File: src/hdl/datapath_pkg.sv
package datapath_pkg;

	localparam int DATA_W = 32;				// Machine word
	localparam int ADDR_W = 32;				// PC and memory address width

	typedef enum logic [4:0] {
		ALU_ADD    = 5'd0,  ALU_SUB  = 5'd1,  ALU_MUL  = 5'd2,  ALU_DIV = 5'd3,
		ALU_MOD    = 5'd4,  ALU_SLL  = 5'd5,  ALU_SRL  = 5'd6,
		ALU_AND    = 5'd8,  ALU_OR   = 5'd9,  ALU_XOR  = 5'd10, ALU_NOT = 5'd11,
		ALU_LAND   = 5'd12, ALU_LOR  = 5'd13,
		ALU_PASS_A = 5'd14, ALU_PASS_B = 5'd15,
		ALU_EQ     = 5'd16, ALU_NE   = 5'd17, ALU_LT   = 5'd18, ALU_LE  = 5'd19,
		ALU_GT     = 5'd20, ALU_GE   = 5'd21
	} alu_op_t;

	typedef enum logic [1:0] {
		PC_NEXT   = 2'd0,				// PC + 1
		PC_BRANCH = 2'd1,				// Immediate target of jf
		PC_REG    = 2'd2,				// Register target of jr
		PC_JUMP   = 2'd3				// 26-bit target of j and jal
	} pc_src_t;

	typedef enum logic [1:0] {
		WB_ALU   = 2'd0,
		WB_MEM   = 2'd1,
		WB_INPUT = 2'd2,
		WB_LINK  = 2'd3
	} wb_sel_t;

endpackage

File: src/hdl/alu.sv
`timescale 1ns/1ps

module alu import datapath_pkg::*; (
	input  alu_op_t           i_op,
	input  logic [DATA_W-1:0] i_a,
	input  logic [DATA_W-1:0] i_b,
	output logic [DATA_W-1:0] o_result,
	output logic              o_zero		// Result is all zeros
);

	localparam int SHAMT_W = $clog2(DATA_W);

	logic signed [DATA_W-1:0] a_s;
	logic signed [DATA_W-1:0] b_s;
	logic signed [DATA_W-1:0] quot;
	logic signed [DATA_W-1:0] rem;
	logic                     b_is_zero;
	logic                     a_true;
	logic                     b_true;
	logic                     cmp;

	assign a_s       = i_a;
	assign b_s       = i_b;
	assign quot      = a_s / b_s;			// Signed, rounds toward zero
	assign rem       = a_s % b_s;			// Takes the sign of the dividend
	assign b_is_zero = (i_b == '0);
	assign a_true    = (i_a != '0);			// Nonzero counts as true
	assign b_true    = (i_b != '0);

	// Compares are signed and return a single bit
	always_comb begin
		case (i_op)
			ALU_EQ:  cmp = (a_s == b_s);
			ALU_NE:  cmp = (a_s != b_s);
			ALU_LT:  cmp = (a_s <  b_s);
			ALU_LE:  cmp = (a_s <= b_s);
			ALU_GT:  cmp = (a_s >  b_s);
			ALU_GE:  cmp = (a_s >= b_s);
			default: cmp = 1'b0;
		endcase
	end

	always_comb begin
		case (i_op)
			ALU_ADD:    o_result = i_a + i_b;
			ALU_SUB:    o_result = i_a - i_b;
			ALU_MUL:    o_result = i_a * i_b;			// Low word of product
			ALU_DIV:    o_result = b_is_zero ? '0 : quot;
			ALU_MOD:    o_result = b_is_zero ? '0 : rem;
			ALU_SLL:    o_result = i_a << i_b[SHAMT_W-1:0];
			ALU_SRL:    o_result = i_a >> i_b[SHAMT_W-1:0];	// Logical shift
			ALU_AND:    o_result = i_a & i_b;
			ALU_OR:     o_result = i_a | i_b;
			ALU_XOR:    o_result = i_a ^ i_b;
			ALU_NOT:    o_result = ~i_a;
			ALU_LAND:   o_result = {{(DATA_W-1){1'b0}}, a_true & b_true};
			ALU_LOR:    o_result = {{(DATA_W-1){1'b0}}, a_true | b_true};
			ALU_PASS_A: o_result = i_a;
			ALU_PASS_B: o_result = i_b;
			ALU_EQ, ALU_NE, ALU_LT, ALU_LE, ALU_GT, ALU_GE:
				o_result = {{(DATA_W-1){1'b0}}, cmp};
			default:    o_result = '0;
		endcase
	end

	assign o_zero = (o_result == '0);

endmodule

File: config.mk
export PLATFORM = sky130hd
export DESIGN_NAME = alu
export DESIGN_NICKNAME = d
export VERILOG_FILES = /design/src/hdl/datapath_pkg.sv /design/src/hdl/alu.sv
export SDC_FILE = /design/constraint.sdc
export NUM_CORES = 2
export LEC_CHECK = 0
export ABC_AREA = 0
export BUFFER_PORTS_ARGS = -buffer_cell sky130_fd_sc_hd__buf_2
export CAP_MARGIN = 20
export CORE_AREA = 2 2 377 379
export DETAILED_ROUTE_END_ITERATION = 12
export DIE_AREA = 0 0 379 381
export PLACE_DENSITY_LB_ADDON = 0.3
export SLEW_MARGIN = 5
export SYNTH_ARGS = -nofsm -noshare
export SYNTH_HDL_FRONTEND = slang
export SYNTH_SLANG_ARGS = --single-unit
File: constraint.sdc
create_clock -name vclk -period 177.8
set_input_delay 44.45 -clock vclk [all_inputs]
set_output_delay 44.45 -clock vclk [all_outputs]
set_load 0.05 [all_outputs]
==> flow_summary.toml <==
[worst_setup_path]
critPathRequiredTime_ns = 133.35
critPathCapture = "o_zero"
critical_path_start_type = "input pin"
worstSetupEndpointType = "output pin"
cpPeakStageDelay_ns = 0.92
critPathArrivalTime_ns = 130.22
cp_max_fanout = 35
cp_common_cell = "sky130_fd_sc_hd__ha_1"
cpMaxStageDelayCell = "sky130_fd_sc_hd__a2111oi_1"
critical_path.startpoint = "i_b[18]"
worst-setup-path-type = "in -> out"

[timing]
fin_setup_tns_ns = 0
worst-slew-pin-transition_ns = 1.21
final_critical_path_setup_slack_ns = 3.13
setup-violations-final = 0
period_share = 0.982
max_freq_mhz = 5.73
worst_hold_slack_ns = 89.66
finalHoldViolCount = 0
relSlewSlack = 0.182
report.final.slew_viol_count = 0
min_period_ns = 174.67

[final_layout]
area_growth_pct = 9.08
drive_above_1_share = 0.0957
design.seq.count = 0
seqCellArea_sq_um = 0
clkbuf_count = 0
fillerInstances = 14700
design.final.nets = 10000
multi_input_comb_area_sq_mm = 0.0562

[detailed_routing]
num_vias = 73200
wire_per_inst_um = 33.3
drtIter0Drc = 10500
routed_wl_mm = 356
final_antenna_net_count = 0
drt-pass1-iter-count = 7
via_per_inst = 6.86
drc = 0

[grt]
grt_pass1_vias = 69800
globalRouteTotalUtil = 0.474
grt_max_degree = 51
grt_overflow = 0
wire_length_of_the_first_global_routing_pass_mm = 501
grt_antenna_before_repair = 19

[placed_design]
dp_worst_setup_slack_ns = -1.58
routabilityCongestion = 1.16
hpwlAfterDp_mm = 282
port-buffer-count = 102

[job]
drv.max_cap_violation_count = 0

[yosys]
syn_avg_cell_area_sq_um = 6.90
synth.net_count = 9913
synth_top_cell_by_area = "sky130_fd_sc_hd__ha_1"
yosysMostFrequentCell = "sky130_fd_sc_hd__nand2_1"
synth-seq-area-share = 0
synth.top_cells.by_count = "1078 x sky130_fd_sc_hd__nand2_1, 947 x sky130_fd_sc_hd__nor2_1, 754 x sky130_fd_sc_hd__ha_1"
synthTopCellsByArea = "sky130_fd_sc_hd__ha_1 16%, sky130_fd_sc_hd__fa_1 14%, sky130_fd_sc_hd__nand2_1 6.8%, sky130_fd_sc_hd__xnor2_1 6.0%, sky130_fd_sc_hd__nor2_1 5.9%"
syn_std_cell_area_sq_mm = 0.0599
yosys.cell_types.count = 107
synthCells = 8679
yosys.area.top_type_share = 0.158
synth.yosys.warnings = 0

[floorplanning]
ios = 102
die_area_sq_mm = 0.144
fp-row-count = 138
initial_core_util = 0.426
floorplan.core_area_sq_mm = 0.141
fp.dieH_um = 381
die-width_um = 379

[clock_network]
post_cts_hold_buffer_count = 0

[min_path]
min_path_type = "in -> out"

[status]
outcome = "finished, final reports clean"
[how the worst min path moves through the flow]
stage | from | endpoint | slack [ns] | cells after the start
final | i_op[4] | o_result[0] | 89.66 | 3
after global routing | i_op[4] | o_result[0] | 89.66 | 3
after CTS | i_op[4] | o_result[0] | 89.64 | 3
after global placement | i_op[4] | o_result[0] | 89.63 | 3
after detailed placement | i_op[4] | o_result[0] | 89.64 | 3
after floorplan | i_b[28] | o_zero | 89.38 | 7
[layout by cell type, fill, tap and decap left out, types with 38 or more instances in the layout]
cell                       instances
sky130_fd_sc_hd__mux2_2           38
sky130_fd_sc_hd__xor2_1          174
sky130_fd_sc_hd__xnor2_1         393
sky130_fd_sc_hd__o21ai_0         438
sky130_fd_sc_hd__a211oi_1         78
sky130_fd_sc_hd__o22ai_1          53
sky130_fd_sc_hd__or2_2            57
sky130_fd_sc_hd__o21bai_1         76
sky130_fd_sc_hd__buf_2            92
sky130_fd_sc_hd__buf_4           402
sky130_fd_sc_hd__nor4_1           54
sky130_fd_sc_hd__nand4_1          91
sky130_fd_sc_hd__mux2i_1          84
sky130_fd_sc_hd__a21o_1          184
sky130_fd_sc_hd__o21a_1          143
sky130_fd_sc_hd__nor2b_1          64
sky130_fd_sc_hd__fa_1            411
sky130_fd_sc_hd__o211ai_1        123
sky130_fd_sc_hd__o221ai_1         39
sky130_fd_sc_hd__nor2_1          932
sky130_fd_sc_hd__ha_1            754
sky130_fd_sc_hd__o31ai_1          52
sky130_fd_sc_hd__inv_1           742
sky130_fd_sc_hd__nor3_1          194
sky130_fd_sc_hd__or3_1            78
sky130_fd_sc_hd__and2_1           39
sky130_fd_sc_hd__nand2_1        1075
sky130_fd_sc_hd__a221oi_1         53
sky130_fd_sc_hd__nand2b_1         56
sky130_fd_sc_hd__a31oi_1         119
sky130_fd_sc_hd__a21oi_1         627
sky130_fd_sc_hd__nand3_1         200
sky130_fd_sc_hd__and3_1           60
[routing by layer]
metal  vias to the layer above  wire length (um)  track usage
met5                         -               126      0.00168
met4                        18             37200        0.387
met3                      1590             42100        0.117
met2                      5280            146000        0.702
met1                     35200            130000        0.577
li1                      31200                 -            -
[area by class of cell]
| cell class | instances | share of cell area |
|---|---|---|
| Multi-Input combinational cell | 7500 | 0.860 |
| Timing Repair Buffer | 517 | 0.0591 |
| Inverter | 765 | 0.0440 |
| Tap cell | 1890 | 0.0362 |
| Antenna cell | 10 | 0.000383 |
[critical path, delay by kind of cell]
kind / cells / cell delay [ns]
buffers and inverters: 35 / 8.26
XOR/XNOR: 4 / 0.65
AND/OR/NAND/NOR: 100 / 24.71
multiplexers: 4 / 1.50
AO/OA/AOI/OAI: 155 / 40.05
adder cells (fa/ha/maj): 31 / 10.28
[stage by stage]
step	area (sq um)	instances	util
2_1_floorplan	59900	8679	-
3_5_place_dp	64600	10600	0.460
4_1_cts	64700	10600	0.460
6_report	65300	10700	0.465
5_1_grt	65300	10700	0.465
3_3_place_gp	64600	10600	0.460
[logic make-up after synthesis]
group           Yosys count  synth area share
compound gates         2531             0.283
xor+xnor                586            0.0857
fa+ha+maj              1166             0.295
buf+inv                1179            0.0745
mux                     143            0.0287
simple gates           3074             0.233
[what timing repair did]
item,CTS,global route
gates resized for setup,11,107
endpoints found under the setup margin,10,33
pin swaps,0,3
endpoints found under the hold margin,0,0
buffers inserted,0,21
