[src/hdl/datapath_pkg.sv]
package datapath_pkg;

	localparam int DATA_W = 32;				// Machine word
	localparam int ADDR_W = 32;				// PC and memory address width

	typedef enum logic [4:0] {
		ALU_ADD    = 5'd0,  ALU_SUB  = 5'd1,  ALU_MUL  = 5'd2,  ALU_DIV = 5'd3,
		ALU_MOD    = 5'd4,  ALU_SLL  = 5'd5,  ALU_SRL  = 5'd6,
		ALU_AND    = 5'd8,  ALU_OR   = 5'd9,  ALU_XOR  = 5'd10, ALU_NOT = 5'd11,
		ALU_LAND   = 5'd12, ALU_LOR  = 5'd13,
		ALU_PASS_A = 5'd14, ALU_PASS_B = 5'd15,
		ALU_EQ     = 5'd16, ALU_NE   = 5'd17, ALU_LT   = 5'd18, ALU_LE  = 5'd19,
		ALU_GT     = 5'd20, ALU_GE   = 5'd21
	} alu_op_t;

	typedef enum logic [1:0] {
		PC_NEXT   = 2'd0,				// PC + 1
		PC_BRANCH = 2'd1,				// Immediate target of jf
		PC_REG    = 2'd2,				// Register target of jr
		PC_JUMP   = 2'd3				// 26-bit target of j and jal
	} pc_src_t;

	typedef enum logic [1:0] {
		WB_ALU   = 2'd0,
		WB_MEM   = 2'd1,
		WB_INPUT = 2'd2,
		WB_LINK  = 2'd3
	} wb_sel_t;

endpackage

[src/hdl/isa_pkg.sv]
package isa_pkg;

	localparam int OP_W       = 6;				// Opcode field width
	localparam int FUNCT_W    = 6;				// Function field width
	localparam int REG_ADDR_W = 5;				// Register index width
	localparam int NUM_REGS   = 32;

	localparam int OP_MSB  = 31;				// Opcode occupies [31:26]
	localparam int RS_LSB  = 21;				// Source register rs
	localparam int RT_LSB  = 16;				// Second source or I-type destination
	localparam int RD_LSB  = 11;				// R-type destination
	localparam int IMM_W   = 16;				// I-type immediate, low bits
	localparam int JADDR_W = 26;				// J-type target, low bits

	localparam logic [REG_ADDR_W-1:0] ZERO_REG = 5'd0;	// Hardwired zero
	localparam logic [REG_ADDR_W-1:0] LINK_REG = 5'd31;	// Return address for jal

	typedef enum logic [OP_W-1:0] {
		OP_RTYPE = 6'd0,
		OP_ADDI  = 6'd1,
		OP_SUBI  = 6'd2,
		OP_MULI  = 6'd3,
		OP_DIVI  = 6'd4,
		OP_MODI  = 6'd5,
		OP_ANDI  = 6'd6,
		OP_ORI   = 6'd7,
		OP_XORI  = 6'd8,
		OP_NOT   = 6'd9,
		OP_LANDI = 6'd10,
		OP_LORI  = 6'd11,
		OP_SLLI  = 6'd12,
		OP_SRLI  = 6'd13,
		OP_MOV   = 6'd14,				// rt <- rs
		OP_LW    = 6'd15,
		OP_LI    = 6'd16,				// rt <- imm
		OP_LA    = 6'd17,				// rt <- rs + imm
		OP_SW    = 6'd18,
		OP_IN    = 6'd19,				// Waits for the input switch
		OP_OUT   = 6'd20,
		OP_JF    = 6'd21,				// Jump if rs is false
		OP_J     = 6'd22,
		OP_JAL   = 6'd23,
		OP_HALT  = 6'd24
	} opcode_t;

	typedef enum logic [FUNCT_W-1:0] {
		FN_ADD  = 6'd0,  FN_SUB = 6'd1,  FN_MUL = 6'd2,  FN_DIV = 6'd3,
		FN_MOD  = 6'd4,  FN_AND = 6'd5,  FN_OR  = 6'd6,  FN_XOR = 6'd7,
		FN_LAND = 6'd8,  FN_LOR = 6'd9,  FN_SLL = 6'd10, FN_SRL = 6'd11,
		FN_EQ   = 6'd12, FN_NE  = 6'd13, FN_LT  = 6'd14, FN_LE  = 6'd15,
		FN_GT   = 6'd16, FN_GE  = 6'd17,
		FN_JR   = 6'd18					// Jump to rs
	} funct_t;

endpackage
[src/hdl/register_file.sv]
`timescale 1ns/1ps

module register_file import isa_pkg::*, datapath_pkg::*; (
	input  logic                  i_clk,
	input  logic                  i_rst_n,
	input  logic                  i_we,
	input  logic [REG_ADDR_W-1:0] i_waddr,
	input  logic [DATA_W-1:0]     i_wdata,
	input  logic [REG_ADDR_W-1:0] i_raddr_a,
	input  logic [REG_ADDR_W-1:0] i_raddr_b,
	output logic [DATA_W-1:0]     o_rdata_a,
	output logic [DATA_W-1:0]     o_rdata_b
);

	logic [DATA_W-1:0] regs [NUM_REGS];

	always_ff @(posedge i_clk) begin
		if (!i_rst_n) begin
			for (int i = 0; i < NUM_REGS; i++) begin
				regs[i] <= '0;
			end
		end else if (i_we && i_waddr != ZERO_REG) begin
			regs[i_waddr] <= i_wdata;
		end
	end

	assign o_rdata_a = (i_raddr_a == ZERO_REG) ? '0 : regs[i_raddr_a];	// r0 is constant
	assign o_rdata_b = (i_raddr_b == ZERO_REG) ? '0 : regs[i_raddr_b];

	// The core must gate write enable with reset
	assert property (@(posedge i_clk) !i_rst_n |-> !i_we)
		else $error("register_file: write enabled during reset");

endmodule

[config.mk]
export PLATFORM = sky130hd
export DESIGN_NAME = register_file
export DESIGN_NICKNAME = d
export VERILOG_FILES = /design/src/hdl/datapath_pkg.sv /design/src/hdl/isa_pkg.sv /design/src/hdl/register_file.sv
export SDC_FILE = /design/constraint.sdc
export NUM_CORES = 2
export LEC_CHECK = 0
export BUFFER_PORTS_ARGS = -buffer_cell sky130_fd_sc_hd__buf_2
export CORE_MARGIN = 3
export CORE_UTILIZATION = 57
export CTS_CLUSTER_DIAMETER = 40
export DETAILED_ROUTE_END_ITERATION = 16
export GPL_TIMING_DRIVEN = 0
export MAX_ROUTING_LAYER = met4
export PLACE_DENSITY = 0.76
export SLEW_MARGIN = 20
export SYNTH_ARGS = -nofsm -noshare
export SYNTH_HDL_FRONTEND = slang
export SYNTH_SLANG_ARGS = --single-unit
[constraint.sdc]
create_clock -name i_clk -period 5.1 [get_ports i_clk]
set_input_delay 1.53 -clock i_clk [delete_from_list [all_inputs] [get_ports i_clk]]
set_output_delay 1.53 -clock i_clk [all_outputs]
set_load 0.05 [all_outputs]
==> results.json <==
{
  "fin_nets": 4005,
  "max-slew-margin-rel_pct": 30.5,
  "slowest_delay_ps": 660,
  "synth_warnings": 0,
  "regMostFlops": "regs",
  "power_leakage_nw": 24.0,
  "tightest_slew_ps": 1040,
  "syn_to_final_growth_pct": 26.5,
  "drive_above_1_share_pct": 36.4,
  "yosys-top-cells-count": "edfxtp_1 (1,024), and2_1 (996), mux4_2 (470)",
  "largest_reg_flops": 1024,
  "rsz0062_at_grt": "true",
  "hold_class": "in2reg",
  "cts_root_buf": "clkbuf_16",
  "detail-route-antenna-nets": 0,
  "powerDensity_nw_per_um2": 352,
  "io_pins": 114,
  "clock_tree.htree_level_count": 4,
  "drv_cap": 0,
  "min_period_ps": 5350,
  "path_cells": "buf_4 > buf_6 > buf_2 > mux4_2 > a211oi_4 > nor3_4 > buf_6",
  "antenna_found_initial": 7,
  "min_period_over_period_pct": 105,
  "path_class": "in2out",
  "ys_seq_area_share_pct": 56.7,
  "track_usage_pct": 45.4,
  "grt_max_degree": 20,
  "status": "finished, violations left",
  "critPathCaptureType": "output pin",
  "firstDrtPassIters": 10,
  "dpl_cell_area_sq_um": 58800,
  "instances_no_fill": 5341,
  "fmax_mhz": 187,
  "synth_edf_count": 1024,
  "start_kind": "input port",
  "vdd_drop_max_v": 0.000325,
  "arrival_ps": 3820,
  "numClockSinks": 1024,
  "async_flop_share_pct": 0,
  "wl_met2_um": 94000,
  "drc": 0,
  "wirelength_um": 222000,
  "dp_cells": 4964,
  "netlist.area_leader.share_pct": 56.7,
  "final_util_pct": 73.2,
  "die_h_um": 314,
  "synth_cell_types": 41,
  "cts.clk_slew.worst_paths_ps": 60,
  "dieWidth_um": 314,
  "cts_buffer_depth": 3,
  "worst_slack_ps": -246,
  "wl_met3_um": 39200,
  "drtIter0Drc": 8123,
  "place_congestion": 1.05,
  "synth_ff_type": "edfxtp_1",
  "violations": "setup timing",
  "grt_pass1_wl_um": 296000,
  "yosysTopAreaCell": "edfxtp_1",
  "synth.avg_cell_area_sq_um": 15.4,
  "top_regs": "regs: 1024 flops",
  "top_layer_used": "met4",
  "start_util_pct": 57.8,
  "setup_violations": 47,
  "numCtsBuffers": 145,
  "cp_max_fo": 10,
  "synth.most_common_cell": "edfxtp_1",
  "dp_hpwl_um": 144000,
  "core_area_sq_um": 93700,
  "rows": 112,
  "grt_pass1_vias": 38681,
  "met1_length_um": 68400,
  "avgRoutedWirePerCell_um": 41.6,
  "crit_path_frequent_cell": "buf_6",
  "viasPerCell": 7.47,
  "syn_inst": 3509,
  "vias": 39908,
  "slew_viol_final": 0,
  "post-route-cell-area_sq_um": 68600,
  "crit_path_top_delay_cell": "a211oi_4",
  "syn_area_sq_um": 54200,
  "yosys-top-cells-area": "edfxtp_1 (57%), mux4_2 (20%), and2_1 (11%), mux2i_1 (2.8%), clkbuf_1 (1.9%)",
  "port_buffers": 107,
  "holdWs_ps": 1080,
  "totalPowerFinal_mw": 24.1,
  "worstPathRequired_ps": 3570,
  "ys_ff_latch": 1024,
  "finalHoldViolations": 0,
  "grt_overflow": 0,
  "die_area_sq_um": 98800,
  "cts_tree": "built"
}
-- cell families (layout without fill, tap and decap cells) --
kind of cell | after synthesis | count (layout) | share of synthesized area [%]
compound gates | 291 | 291 | 3.96
flops | 1024 | 1024 | 56.7
mux | 654 | 654 | 23.0
buf+inv | 390 | 925 | 3.33
other cells | 1 | 44 | 0.00692
simple gates | 1149 | 1149 | 13.0
-- final timing paths --
path | start | endpoint | cells past startpoint
max | i_raddr_b[1] | o_rdata_b[3] | 7
min | i_wdata[26] | regs[5][26] | 2
-- critical path, delay by kind of cell --
family | cells | cell delay [ps]
and+or+nand+nor | 1 | 110
muxes | 1 | 430
AOI/OAI and AO/OA | 1 | 660
buffers and inverters | 4 | 1040
-- cell type report --
type,instances,area [sq um]
flip-flops and latches,1024,30700
clock inverters,111,1120
well taps,1254,1570
repair buffers,274,3600
diodes,12,30.0
multi-input cells,2126,24400
inverters,2,7.51
clock buffers,156,3750
plain buffers,382,3360
fillers,5364,25200
-- layer usage --
metal / vias up / global-route usage [%]
li1: 14613 / -
met1: 19650 / 53.8
met2: 4422 / 62.1
met3: 1223 / 20.8
met4: 0 / 30.7
met5: - / -
-- report_power, final --
group / internal [mW] / total [mW] / switching, mW / leakage [nW]
Clock: 6.07 / 10.3 / 4.18 / 2.33
Combinational: 1.56 / 3.83 / 2.28 / 11.9
Sequential: 9.73 / 10.0 / 0.288 / 9.75
-- cells in the final DEF, fill, tap and decap left out, types with 16 or more instances in the layout --
cell        count
edfxtp_1     1024
and2_1        994
mux4_2        470
clkbuf_1      198
clkbuf_16     158
mux2i_1       132
buf_4         106
buf_16         85
buf_2          69
buf_6          62
buf_12         42
o22ai_1        40
nor3_2         35
nor2_1         34
a22o_1         32
conb_1         32
o21ai_4        31
mux2_2         30
clkbuf_4       29
buf_8          29
a2111oi_4      25
a211oi_4       23
inv_6          22
clkinvlp_4     21
o22ai_4        20
o22ai_2        19
nor3_4         19
clkbuf_2       18
a22oi_1        18
clkinv_1       18
o221ai_2       17
clkinv_2       16
-- what timing repair did --
item / 4_1_cts / 5_1_grt
hold buffers: 0 / 0
cloned: 7 / 3
buffers inserted: 27 / 67
endpoints found under the setup margin: 64 / 63
gates resized for setup: 692 / 180
pin swaps: 59 / 59
-- through the flow --
step           TNS [ps]  worst slack [ps]
3_5_place_dp     -69310             -1730
3_3_place_gp   -3009480             -3490
5_1_grt           -1960              -160
6_report          -3570              -246
4_1_cts           -94.0             -32.6
2_1_floorplan     -30.8             -30.8
Power figures use the tool's default switching activity.
