==> config.mk <==
export PLATFORM = sky130hd
export DESIGN_NAME = control_unit
export DESIGN_NICKNAME = d
export VERILOG_FILES = /design/src/hdl/datapath_pkg.sv /design/src/hdl/isa_pkg.sv /design/src/hdl/control_unit.sv
export SDC_FILE = /design/constraint.sdc
export NUM_CORES = 1
export LEC_CHECK = 0
export ABC_AREA = 1
export BUFFER_PORTS_ARGS = -buffer_cell sky130_fd_sc_hd__buf_2
export CAP_MARGIN = 15
export CORE_UTILIZATION = 25
export DETAILED_ROUTE_END_ITERATION = 8
export PLACE_DENSITY = 0.51
export SYNTH_ARGS = -nofsm -noshare
export SYNTH_HDL_FRONTEND = slang
export SYNTH_SLANG_ARGS = --single-unit
==> constraint.sdc <==
create_clock -name vclk -period 2.4
set_input_delay 0.48 -clock vclk [all_inputs]
set_output_delay 0.48 -clock vclk [all_outputs]
set_load 0.005 [all_outputs]
==> src/hdl/datapath_pkg.sv <==
package datapath_pkg;

	localparam int DATA_W = 32;				// Machine word
	localparam int ADDR_W = 32;				// PC and memory address width

	typedef enum logic [4:0] {
		ALU_ADD    = 5'd0,  ALU_SUB  = 5'd1,  ALU_MUL  = 5'd2,  ALU_DIV = 5'd3,
		ALU_MOD    = 5'd4,  ALU_SLL  = 5'd5,  ALU_SRL  = 5'd6,
		ALU_AND    = 5'd8,  ALU_OR   = 5'd9,  ALU_XOR  = 5'd10, ALU_NOT = 5'd11,
		ALU_LAND   = 5'd12, ALU_LOR  = 5'd13,
		ALU_PASS_A = 5'd14, ALU_PASS_B = 5'd15,
		ALU_EQ     = 5'd16, ALU_NE   = 5'd17, ALU_LT   = 5'd18, ALU_LE  = 5'd19,
		ALU_GT     = 5'd20, ALU_GE   = 5'd21
	} alu_op_t;

	typedef enum logic [1:0] {
		PC_NEXT   = 2'd0,				// PC + 1
		PC_BRANCH = 2'd1,				// Immediate target of jf
		PC_REG    = 2'd2,				// Register target of jr
		PC_JUMP   = 2'd3				// 26-bit target of j and jal
	} pc_src_t;

	typedef enum logic [1:0] {
		WB_ALU   = 2'd0,
		WB_MEM   = 2'd1,
		WB_INPUT = 2'd2,
		WB_LINK  = 2'd3
	} wb_sel_t;

endpackage

==> src/hdl/isa_pkg.sv <==
package isa_pkg;

	localparam int OP_W       = 6;				// Opcode field width
	localparam int FUNCT_W    = 6;				// Function field width
	localparam int REG_ADDR_W = 5;				// Register index width
	localparam int NUM_REGS   = 32;

	localparam int OP_MSB  = 31;				// Opcode occupies [31:26]
	localparam int RS_LSB  = 21;				// Source register rs
	localparam int RT_LSB  = 16;				// Second source or I-type destination
	localparam int RD_LSB  = 11;				// R-type destination
	localparam int IMM_W   = 16;				// I-type immediate, low bits
	localparam int JADDR_W = 26;				// J-type target, low bits

	localparam logic [REG_ADDR_W-1:0] ZERO_REG = 5'd0;	// Hardwired zero
	localparam logic [REG_ADDR_W-1:0] LINK_REG = 5'd31;	// Return address for jal

	typedef enum logic [OP_W-1:0] {
		OP_RTYPE = 6'd0,
		OP_ADDI  = 6'd1,
		OP_SUBI  = 6'd2,
		OP_MULI  = 6'd3,
		OP_DIVI  = 6'd4,
		OP_MODI  = 6'd5,
		OP_ANDI  = 6'd6,
		OP_ORI   = 6'd7,
		OP_XORI  = 6'd8,
		OP_NOT   = 6'd9,
		OP_LANDI = 6'd10,
		OP_LORI  = 6'd11,
		OP_SLLI  = 6'd12,
		OP_SRLI  = 6'd13,
		OP_MOV   = 6'd14,				// rt <- rs
		OP_LW    = 6'd15,
		OP_LI    = 6'd16,				// rt <- imm
		OP_LA    = 6'd17,				// rt <- rs + imm
		OP_SW    = 6'd18,
		OP_IN    = 6'd19,				// Waits for the input switch
		OP_OUT   = 6'd20,
		OP_JF    = 6'd21,				// Jump if rs is false
		OP_J     = 6'd22,
		OP_JAL   = 6'd23,
		OP_HALT  = 6'd24
	} opcode_t;

	typedef enum logic [FUNCT_W-1:0] {
		FN_ADD  = 6'd0,  FN_SUB = 6'd1,  FN_MUL = 6'd2,  FN_DIV = 6'd3,
		FN_MOD  = 6'd4,  FN_AND = 6'd5,  FN_OR  = 6'd6,  FN_XOR = 6'd7,
		FN_LAND = 6'd8,  FN_LOR = 6'd9,  FN_SLL = 6'd10, FN_SRL = 6'd11,
		FN_EQ   = 6'd12, FN_NE  = 6'd13, FN_LT  = 6'd14, FN_LE  = 6'd15,
		FN_GT   = 6'd16, FN_GE  = 6'd17,
		FN_JR   = 6'd18					// Jump to rs
	} funct_t;

endpackage
==> src/hdl/control_unit.sv <==
`timescale 1ns/1ps

module control_unit import isa_pkg::*, datapath_pkg::*; (
	input  opcode_t i_opcode,
	input  funct_t  i_funct,
	input  logic    i_is_false,			// ALU zero flag
	input  logic    i_in_valid,			// Input switch
	input  logic    i_resume,			// Operator releases halt
	output logic    o_reg_write,
	output logic    o_mem_write,
	output logic    o_alu_src_reg,		// 1 selects rt, 0 the immediate
	output logic    o_rt_dest,			// 1 writes rt, 0 writes rd
	output logic    o_is_jal,
	output logic    o_out_write,
	output logic    o_stall,
	output logic    o_is_halt,
	output logic    o_is_insert,
	output pc_src_t o_pc_src,
	output wb_sel_t o_wb_sel,
	output alu_op_t o_alu_op
);

	function automatic alu_op_t funct_to_alu(funct_t fn);
		case (fn)
			FN_ADD:  return ALU_ADD;
			FN_SUB:  return ALU_SUB;
			FN_MUL:  return ALU_MUL;
			FN_DIV:  return ALU_DIV;
			FN_MOD:  return ALU_MOD;
			FN_AND:  return ALU_AND;
			FN_OR:   return ALU_OR;
			FN_XOR:  return ALU_XOR;
			FN_LAND: return ALU_LAND;
			FN_LOR:  return ALU_LOR;
			FN_SLL:  return ALU_SLL;
			FN_SRL:  return ALU_SRL;
			FN_EQ:   return ALU_EQ;
			FN_NE:   return ALU_NE;
			FN_LT:   return ALU_LT;
			FN_LE:   return ALU_LE;
			FN_GT:   return ALU_GT;
			FN_GE:   return ALU_GE;
			FN_JR:   return ALU_PASS_A;		// Target comes straight from rs
			default: return ALU_ADD;
		endcase
	endfunction

	// I-type arithmetic and logic share one control pattern
	function automatic alu_op_t imm_to_alu(opcode_t op);
		case (op)
			OP_ADDI:  return ALU_ADD;
			OP_SUBI:  return ALU_SUB;
			OP_MULI:  return ALU_MUL;
			OP_DIVI:  return ALU_DIV;
			OP_MODI:  return ALU_MOD;
			OP_ANDI:  return ALU_AND;
			OP_ORI:   return ALU_OR;
			OP_XORI:  return ALU_XOR;
			OP_NOT:   return ALU_NOT;
			OP_LANDI: return ALU_LAND;
			OP_LORI:  return ALU_LOR;
			OP_SLLI:  return ALU_SLL;
			OP_SRLI:  return ALU_SRL;
			default:  return ALU_ADD;
		endcase
	endfunction

	always_comb begin
		o_reg_write   = 1'b0;
		o_mem_write   = 1'b0;
		o_alu_src_reg = 1'b0;
		o_rt_dest     = 1'b0;
		o_is_jal      = 1'b0;
		o_out_write   = 1'b0;
		o_stall       = 1'b0;
		o_is_halt     = 1'b0;
		o_is_insert   = 1'b0;
		o_wb_sel      = WB_ALU;
		o_alu_op      = ALU_ADD;			// Address add for lw, sw, la
		case (i_opcode)
			OP_RTYPE: begin
				o_alu_op = funct_to_alu(i_funct);
				case (i_funct)
					FN_ADD, FN_SUB, FN_MUL, FN_DIV, FN_MOD, FN_AND, FN_OR, FN_XOR,
					FN_LAND, FN_LOR, FN_SLL, FN_SRL,
					FN_EQ, FN_NE, FN_LT, FN_LE, FN_GT, FN_GE: begin
						o_reg_write   = 1'b1;
						o_alu_src_reg = 1'b1;
					end
					default: ;
				endcase
			end
			OP_ADDI, OP_SUBI, OP_MULI, OP_DIVI, OP_MODI, OP_ANDI, OP_ORI, OP_XORI,
			OP_NOT, OP_LANDI, OP_LORI, OP_SLLI, OP_SRLI: begin
				o_reg_write = 1'b1;
				o_rt_dest   = 1'b1;
				o_alu_op    = imm_to_alu(i_opcode);
			end
			OP_MOV: begin
				o_reg_write   = 1'b1;
				o_rt_dest     = 1'b1;
				o_alu_src_reg = 1'b1;
				o_alu_op      = ALU_PASS_A;
			end
			OP_LW: begin
				o_reg_write = 1'b1;
				o_rt_dest   = 1'b1;
				o_wb_sel    = WB_MEM;
			end
			OP_LI: begin
				o_reg_write = 1'b1;
				o_rt_dest   = 1'b1;
				o_alu_op    = ALU_PASS_B;
			end
			OP_LA: begin
				o_reg_write = 1'b1;
				o_rt_dest   = 1'b1;
			end
			OP_SW:  o_mem_write = 1'b1;
			OP_IN: begin
				o_reg_write = 1'b1;
				o_rt_dest   = 1'b1;
				o_wb_sel    = WB_INPUT;
				o_is_insert = 1'b1;
				o_stall     = ~i_in_valid;		// Hold until the switch is set
			end
			OP_OUT: begin
				o_out_write = 1'b1;
				o_alu_op    = ALU_PASS_B;
			end
			OP_JF:  o_alu_op = ALU_PASS_A;		// Zero flag tests rs
			OP_JAL: begin
				o_reg_write = 1'b1;
				o_is_jal    = 1'b1;
				o_wb_sel    = WB_LINK;
			end
			OP_HALT: begin
				o_is_halt = 1'b1;
				o_stall   = ~i_resume;
			end
			default: ;
		endcase
	end

	// Kept apart from the decode since it depends on the ALU result
	always_comb begin
		case (i_opcode)
			OP_RTYPE: o_pc_src = (i_funct == FN_JR) ? PC_REG : PC_NEXT;
			OP_JF:    o_pc_src = i_is_false ? PC_BRANCH : PC_NEXT;
			OP_J, OP_JAL: o_pc_src = PC_JUMP;
			default:  o_pc_src = PC_NEXT;
		endcase
	end

	always_comb begin
		assert final (!(o_mem_write && o_reg_write))
			else $error("control_unit: register and memory write both enabled");
		assert final (o_pc_src != PC_JUMP || i_opcode inside {OP_J, OP_JAL})
			else $error("control_unit: jump source on a non-jump opcode");
	end

endmodule

==> results of run 1 <==
==> area by class of cell <==
cell class | instances | area [um2]
inverters | 24 | 92.6
multi-input cells | 133 | 709
fillers | 353 | 2090
well taps | 44 | 55.1
repair buffers | 35 | 180
==> power by group through the flow <==
| stage | clock network [mW] | logic (mW) | registers [mW] |
|---|---|---|---|
| 6_report | 0 | 0.135 | 0 |
| 4_1_cts | 0 | 0.133 | 0 |
| 3_3_place_gp | 0 | 0.135 | 0 |
| 3_5_place_dp | 0 | 0.132 | 0 |
| 2_1_floorplan | 0 | 0.0871 | 0 |
| 5_1_grt | 0 | 0.153 | 0 |
==> what timing repair did <==
item	in CTS	in global routing
gates resized for setup	0	1
hold buffers	0	0
setup endpoints to repair	0	5
==> path summary, 6_finish.rpt <==
check | startpoint | endpoint | slack [ps] | cells after the start
min | i_in_valid | o_stall | 1210 | 3
max | i_opcode[1] | o_alu_op[0] | 130 | 12
==> logic make-up (layout without fill, tap and decap cells) <==
family | count (synthesis) | after routing
buffers and inverters | 28 | 59
adders and majority gates | 11 | 11
AOI/OAI and AO/OA | 21 | 21
and+or+nand+nor | 101 | 101
==> worst max-delay path, cell delays in order <==
cell     delay (ps)
buf_2           130
inv_1            60
ha_1            240
inv_1            90
nand2_1          90
nand3_1         100
nand2_1          70
nor2_1          130
nand2_2         110
nand2_1          80
nand3_1          70
buf_2           130
==> stage by stage <==
stage	area, um2	power [mW]	setup slack (ps)	instances	hold slack, ps
after detailed placement	1030	0.132	150	236	1220
after global placement	1030	0.135	147	236	1220
after floorplan	838	0.0871	534	161	1030
after CTS	1030	0.133	141	236	1220
final	1040	0.135	132	236	1210
after global routing	1040	0.153	4.65	236	1230
==> routing by layer <==
metal,GRT usage,wire length [um],vias up
met5,0,0,-
met4,0.0133,23,0
met3,0.00649,140,2
met2,0.197,992,34
met1,0.233,1350,476
li1,-,-,583
==> placed cells by master, fill, tap and decap left out, drive strengths merged <==
cell type  synthesis  layout
nand2             45      45
o21ai             13      13
nand3b             1       1
nand4              1       1
nor2              25      25
nor3               6       6
buf                4      35
inv               24      24
o22ai              3       3
o32ai              1       1
or2                1       1
a21oi              2       2
nand3             22      22
a31oi              2       2
ha                11      11
==> summary.md, run 1 <==
| Metric | Value |
|---|---|
| Status | finished, final reports clean |
| Post-layout util | 0.332 |
| I/O Pins | 33 |
| Logic gate share of total power | 1.000 |
| Mux cell area share after synthesis | 0 |
| Setup TNS | 0 ps |
| Sequential area share after synthesis | 0 |
| Compound-Gate Fraction of Synth Area | 0.142 |
| All-Layer GR Usage | 0.140 |
| Main combinational cell family by area after synthesis | simple AND/OR/NAND/NOR gates |
| Core Region | 3130 um2 |
| Hpwl dp | 2090 um |
| Mapped Area | 838 um2 |
| Clock share of power | 0 |
| GPL Wtd Cong | 0.859 |
| Ys Warns | 0 |
| Initial Utilization | 0.268 |
| Xor/xnor cell area share of the yosys netlist | 0 |
| Sequential cell count | 0 |
| Area delta synth->final | 23.7% |
| Internal | 0.0493 mW |
| MaxCap Viol Count | 0 |
| Tcrit/Tclk final | 0.945 |
| Die X | 59.9 um |
| RSZ-0062 raised after global routing | no |
| Fmax | 0.441 GHz |
| Mapped Cells | 161 |
| Ant diodes | 0 |
| Grt ovf | 0 |
| Via count of the first global-routing pass | 914 |
| Final #Nets | 220 |
| Total iterations of the first detailed-routing run | 4 |
| Endpoints failing hold | 0 |
| First-pass GRT wire length | 4000 um |
| Setup CP Type | in -> out |
| Net switching power | 0.0857 mW |
| Share of the synthesized area in the top cell type | 0.179 |
| Slew Viols, Final | 0 |
| Largest net degree at the start of global routing | 14 |
| Post-synthesis average cell area | 5.21 um2 |
| Post-Syn Nets | 187 |
| Wire per inst | 10.6 um |
| Critical path data arrival time | 1790 ps |
| Share of power burned in registers | 0 |
| CP endpoint kind | output pin |
| Count of different cell masters after synthesis | 23 |
| Post-DRT Antenna Nets | 0 |
| Worst hold path class | in -> out |
| CP Launch Type | input pin |
| Final setup violation count | 0 |
| P_leak | 0.626 nW |
| Share of cells above drive strength 1 | 0.271 |
| Total Routed Length | 2510 um |
| Port Buffers | 33 |
| Sw Share | 0.635 |
| Post-CTS setup buffer count | 0 |
| Worst Tran Pin Value | 322 ps |
| Top cells by count, synth | nand2_1, nand3_1, nor2_1 |
| Most numerous cell in the Yosys netlist | nand2_1 |
| Max Fanout on Critical Path | 5 |
| Chip Height | 59.9 um |
| # rows | 20 |
| Layout clock buffers | 0 |
| PwrDens | 130 nW/um2 |
| VDD IR max | 51.7 uV |
| Vias per cell | 4.64 |
| Die footprint | 3590 um2 |
| Initial antenna violation count | 0 |
| Simple-Gate Fraction of Synth Area | 0.537 |
| Top post-synthesis cells by area | nand2_1, ha_1, nand3_1 |
| Number of DRC markers in iteration 0 | 64 |
| Drt drc | 0 |
| Total area of sequential cells | 0 um2 |
| Worst Path Required | 1920 ps |
| Adder-cell share of the synthesized area | 0.164 |
| Largest area contributor in the netlist | nand2_1 |
| Fin crit period | 2270 ps |
| Slew HR | 0.784 |
| Vias | 1,095 |
(Power assumes the default switching activity.)
==> run 2: changes to the inputs <==
PLACE_DENSITY = 0.52   (was 0.51)
clock period = 2 ns   (was 2.4 ns; I/O delays follow)
==> run 2 against run 1 <==
Effect of this change: clock-buffer cell count unchanged; first-iteration DRC count up 22%; power grew 58%; worst hold slack lost 160 ps; critical path depth is 2 lower; cell count increased by 8.9%; global-route usage up 0.49 points; sequential share of layout area is the same; sequential cell count is the same; via count rose by 9.4%; worst setup slack lost 30 ps; critical endpoint is now o_alu_op[1]; largest power group unchanged; highest routed layer unchanged.
==> summary.md, run 2 (synthesized netlist as in run 1, its figures left out) <==
| Metric | Value |
|---|---|
| Fmax | 0.527 GHz |
| Wire per inst | 10.3 um (-3.5%) |
| I/O Pins | 33 (unchanged) |
| Grt ovf | 0 (unchanged) |
| Number of DRC markers in iteration 0 | 78 (+22%) |
| Worst Path Required | 1600 ps (-320 ps) |
| First-pass GRT wire length | 4160 um (+4.1%) |
| CP Launch Type | input pin |
| Total area of sequential cells | 0 um2 (unchanged) |
| Setup CP Type | in -> out |
| Sequential cell count | 0 (unchanged) |
| Area delta synth->final | 58.1% |
| Share of cells above drive strength 1 | 0.465 (+0.194) |
| Total iterations of the first detailed-routing run | 4 (unchanged) |
| PwrDens | 161 nW/um2 (+24%) |
| MaxCap Viol Count | 0 (unchanged) |
| Post-layout util | 0.424 (+0.0920) |
| Tcrit/Tclk final | 0.949 |
| Port Buffers | 33 (unchanged) |
| Total Routed Length | 2640 um (+5.1%) |
| Drt drc | 0 (unchanged) |
| Critical path data arrival time | 1500 ps (-290 ps) |
| Layout clock buffers | 0 (unchanged) |
| Via count of the first global-routing pass | 982 (+7.4%) |
| Hold slack | 1060 ps (-159 ps) |
| # rows | 20 (unchanged) |
| Core Region | 3130 um2 (unchanged) |
| VDD IR max | 57.0 uV (+10%) |
| Die X | 59.9 um (unchanged) |
| Initial antenna violation count | 0 (unchanged) |
| Post-DRT Antenna Nets | 0 (unchanged) |
| Max Fanout on Critical Path | 10 (+5) |
| Most common cell after layout, fill and taps aside | nand2_1 |
| All-Layer GR Usage | 0.145 (+0.00493) |
| Largest net degree at the start of global routing | 11 (-3) |
| Fill cell count | 338 (-4.2%) |
| GPL Wtd Cong | 0.873 (+1.6%) |
| Die footprint | 3590 um2 (unchanged) |
| Worst Tran Pin Value | 466 ps (+144 ps) |
| P_leak | 0.738 nW (+18%) |
| CP endpoint kind | output pin |
| Status | finished, final reports clean |
| Most frequent cells in the layout | nand2_1, buf_2, buf_4 |
| Initial Utilization | 0.268 (unchanged) |
| Worst hold path class | in -> out |
| Vias | 1,198 (+9.4%) |
| Final #Nets | 241 (+9.5%) |
| Slew Viols, Final | 0 (unchanged) |
| Fin crit period | 1900 ps |
| Endpoints failing hold | 0 (unchanged) |
| Slew HR | 0.688 (-0.0964) |
| Final setup violation count | 0 (unchanged) |
| Vias per cell | 4.66 (+0.47%) |
| Chip Height | 59.9 um (unchanged) |
| Ant diodes | 0 (unchanged) |
| Hpwl dp | 2170 um (+4.0%) |
run 2: cell count changes in the layout (fill, tap and decap cells not counted), sizes merged:
cell,before,now
buf,35,56
run 2: layer usage:
layer,wire [um],vias to the layer above,track usage
li1,-,631,-
met1,1300,518,0.221
met2,1110,45,0.217
met3,197,4,0.0173
met4,31,0,0.0199
met5,0,-,0
run 2: path summary, 6_finish.rpt:
path                     from     endpoint  slack (ps)  depth (start not counted)
hold / removal     i_in_valid      o_stall        1060                          3
setup / recovery  i_opcode[3]  o_alu_op[1]         100                         10
run 2: critical path: stages:
cell and delay, ps:
buf_2 250, inv_2 90, nor2_1 170, nand3_1 110, nand2_2 100, nor2_2 40, nand2_2 90, nand2_1 60
nand2_1 70, buf_2 110
run 2: what timing repair did:
| item | CTS | global route |
|---|---|---|
| hold buffers | 0 | 0 |
| buffers inserted | 0 | 1 |
| pin swaps | 0 | 6 |
| gates resized for setup | 5 | 36 |
| endpoints found under the setup margin | 6 | 8 |
run 2: metrics by stage:
step                total power, mW  worst slack [ps]  instances  TNS (ps)  area [um2]
floorplan                     0.104               294        161         0         838
global placement              0.186             -89.5        256      -407        1180
finish                        0.213               101        257         0        1330
global route                  0.240             -20.5        257     -27.2        1330
detailed placement            0.183             -41.0        256      -185        1180
CTS                           0.187              4.39        256         0        1200
run 2: report_power, final:
group | switching, mW | total (mW) | internal [mW]
sequential | 0 | 0 | 0
combinational | 0.120 | 0.213 | 0.0932
clock | 0 | 0 | 0
total | 0.120 | 0.213 | 0.0932
run 2: cell type report:
class / count / area, um2 / area share
multi-input cells: 133 / 822 / 0.620
repair buffers: 56 / 350 / 0.264
inverters: 24 / 97.6 / 0.0737
well taps: 44 / 55.1 / 0.0415
==> run 3: changes to the inputs <==
CORE_UTILIZATION = 28   (was 25)
GPL_ROUTABILITY_DRIVEN = 0   (was default)
PLACE_DENSITY = 0.57   (was 0.52)
==> run 3 against run 2 <==
Effect of this change: the flow now finishes with violations (DRC); sequential cell count stayed put; power shrank 4.0%; sequential share of layout area is the same; clock-buffer cell count unchanged; utilization is 2.4 points higher; non-clock buffer count decreased by 4; critical path type unchanged.
==> summary.md, run 3 (synthesized netlist as in run 1, its figures left out) <==
| Metric | Value |
|---|---|
| Tcrit/Tclk final | 0.966 (+0.0163) |
| Fmax | 0.518 GHz (-1.7%) |
| Core Region | 2810 um2 (-10%) |
| Die footprint | 3220 um2 (-10%) |
| Post-DRT Antenna Nets | 0 (unchanged) |
| # rows | 19 (-5.0%) |
| CP endpoint kind | output pin |
| Hpwl dp | 2130 um (-1.7%) |
| Post-DP Area | 1140 um2 (-3.9%) |
| Slew Viols, Final | 0 (unchanged) |
| Fin crit period | 1930 ps (+32.6 ps) |
| Wire per inst | 11.1 um (+8.3%) |
| Fill cell count | 301 (-11%) |
| Drt drc | 8 (+8) |
| Placed Cells incl. Taps | 239 (-6.6%) |
| CP Launch Type | input pin |
| Total Routed Length | 2670 um (+1.1%) |
| Worst Tran Pin Value | 366 ps (-101 ps) |
| Area delta synth->final | 49.9% |
| Setup crit start | i_opcode[0] |
| Vias per cell | 4.92 (+5.5%) |
| Most common cell after layout, fill and taps aside | nand2_1 |
| Layout clock buffers | 0 (unchanged) |
| Die X | 56.7 um (-5.3%) |
| Total area of sequential cells | 0 um2 (unchanged) |
| Critical path data arrival time | 1530 ps (+30 ps) |
| Worst setup path endpoint | o_alu_op[2] |
| RSZ-0062 raised after global routing | yes |
| Grt ovf | 0 (unchanged) |
| Port Buffers | 33 (unchanged) |
| MaxCap Viol Count | 0 (unchanged) |
| Setup CP Type | in -> out |
| Chip Height | 56.7 um (-5.3%) |
| Area of the multi-input gates | 803 um2 (-2.3%) |
| Vias | 1,180 (-1.5%) |
| PwrDens | 163 nW/um2 (+1.3%) |
| Total iterations of the first detailed-routing run | 6 (+2) |
| Number of DRC markers in iteration 0 | 59 (-24%) |
| Hold-fix buffers at CTS | 0 (unchanged) |
| Worst hold path class | in -> out |
| P_leak | 0.721 nW (-2.3%) |
| Max Fanout on Critical Path | 4 (-6) |
| Ant diodes | 0 (unchanged) |
| Final #Nets | 237 (-1.7%) |
| Share of cells above drive strength 1 | 0.435 (-0.0294) |
| Via count of the first global-routing pass | 1,030 (+4.9%) |
| First-pass GRT wire length | 4260 um (+2.3%) |
| Slew HR | 0.755 (+0.0674) |
| All-Layer GR Usage | 0.161 (+0.0159) |
| Final Cell Area | 1260 um2 (-5.2%) |
| Largest net degree at the start of global routing | 11 (unchanged) |
| I/O Pins | 33 (unchanged) |
| VDD IR max | 63.6 uV (+11%) |
| Worst Path Required | 1600 ps (about the same) |
| Fin cells | 240 (-6.6%) |
| Final setup violation count | 0 (unchanged) |
| Initial antenna violation count | 0 (unchanged) |
| Endpoints failing hold | 0 (unchanged) |
| Failing checks | DRC |
| Sequential cell count | 0 (unchanged) |
| Most frequent cells in the layout | nand2_1, buf_2, buf_4 |
| Initial Utilization | 0.299 (+0.0308) |
| Status | finished, violations left |
-- run 3: metal layers --
metal,share of wire,track usage
met3,0.042,0.00461
met4,0.045,0.0679
met5,0,0
met1,0.42,0.191
met2,0.49,0.298
-- run 3: critical path, stage by stage --
cell,delay [ps]
buf_4,130
inv_2,80
ha_2,200
inv_2,50
nand2_2,90
nand3_2,90
nand2_1,100
nor2_2,40
nand2_2,90
nand3_1,70
nand2_1,70
buf_2,110
-- run 3: worst min path at each step --
stage	start	end	slack [ps]	cells past startpoint
2_1_floorplan	i_in_valid	o_stall	870	1
5_1_grt	i_in_valid	o_stall	1080	3
6_report	i_in_valid	o_stall	1060	3
4_1_cts	i_in_valid	o_stall	1060	3
3_3_place_gp	i_in_valid	o_stall	1060	3
3_5_place_dp	i_in_valid	o_stall	1060	3
-- run 3: layout make-up --
cell class	count	share of cell area
Inverter	24	0.0737
Timing Repair Buffer	52	0.256
Tap cell	31	0.0309
Multi-Input combinational cell	133	0.639
-- run 3: metrics by stage --
step            util  hold WS (ps)  setup TNS, ps  total power [mW]  setup slack (ps)
2_1_floorplan      -           869              0             0.104               294
3_3_place_gp   0.406          1060           -168             0.182             -55.3
3_5_place_dp   0.406          1060           -282             0.181             -67.8
4_1_cts        0.410          1060              0             0.183              3.99
5_1_grt        0.448          1080          -83.1             0.229             -31.5
6_report       0.448          1060              0             0.205              68.5
-- run 3: repair_timing --
action	in CTS	in global routing
gates resized for setup	5	26
endpoints found under the setup margin	6	10
pin swaps	1	4
setup buffers	0	1
-- run 3: where the power goes --
group | leakage, nW | switching [mW] | internal (mW)
sequential | 0 | 0 | 0
combinational | 0.721 | 0.117 | 0.0876
clock | 0 | 0 | 0
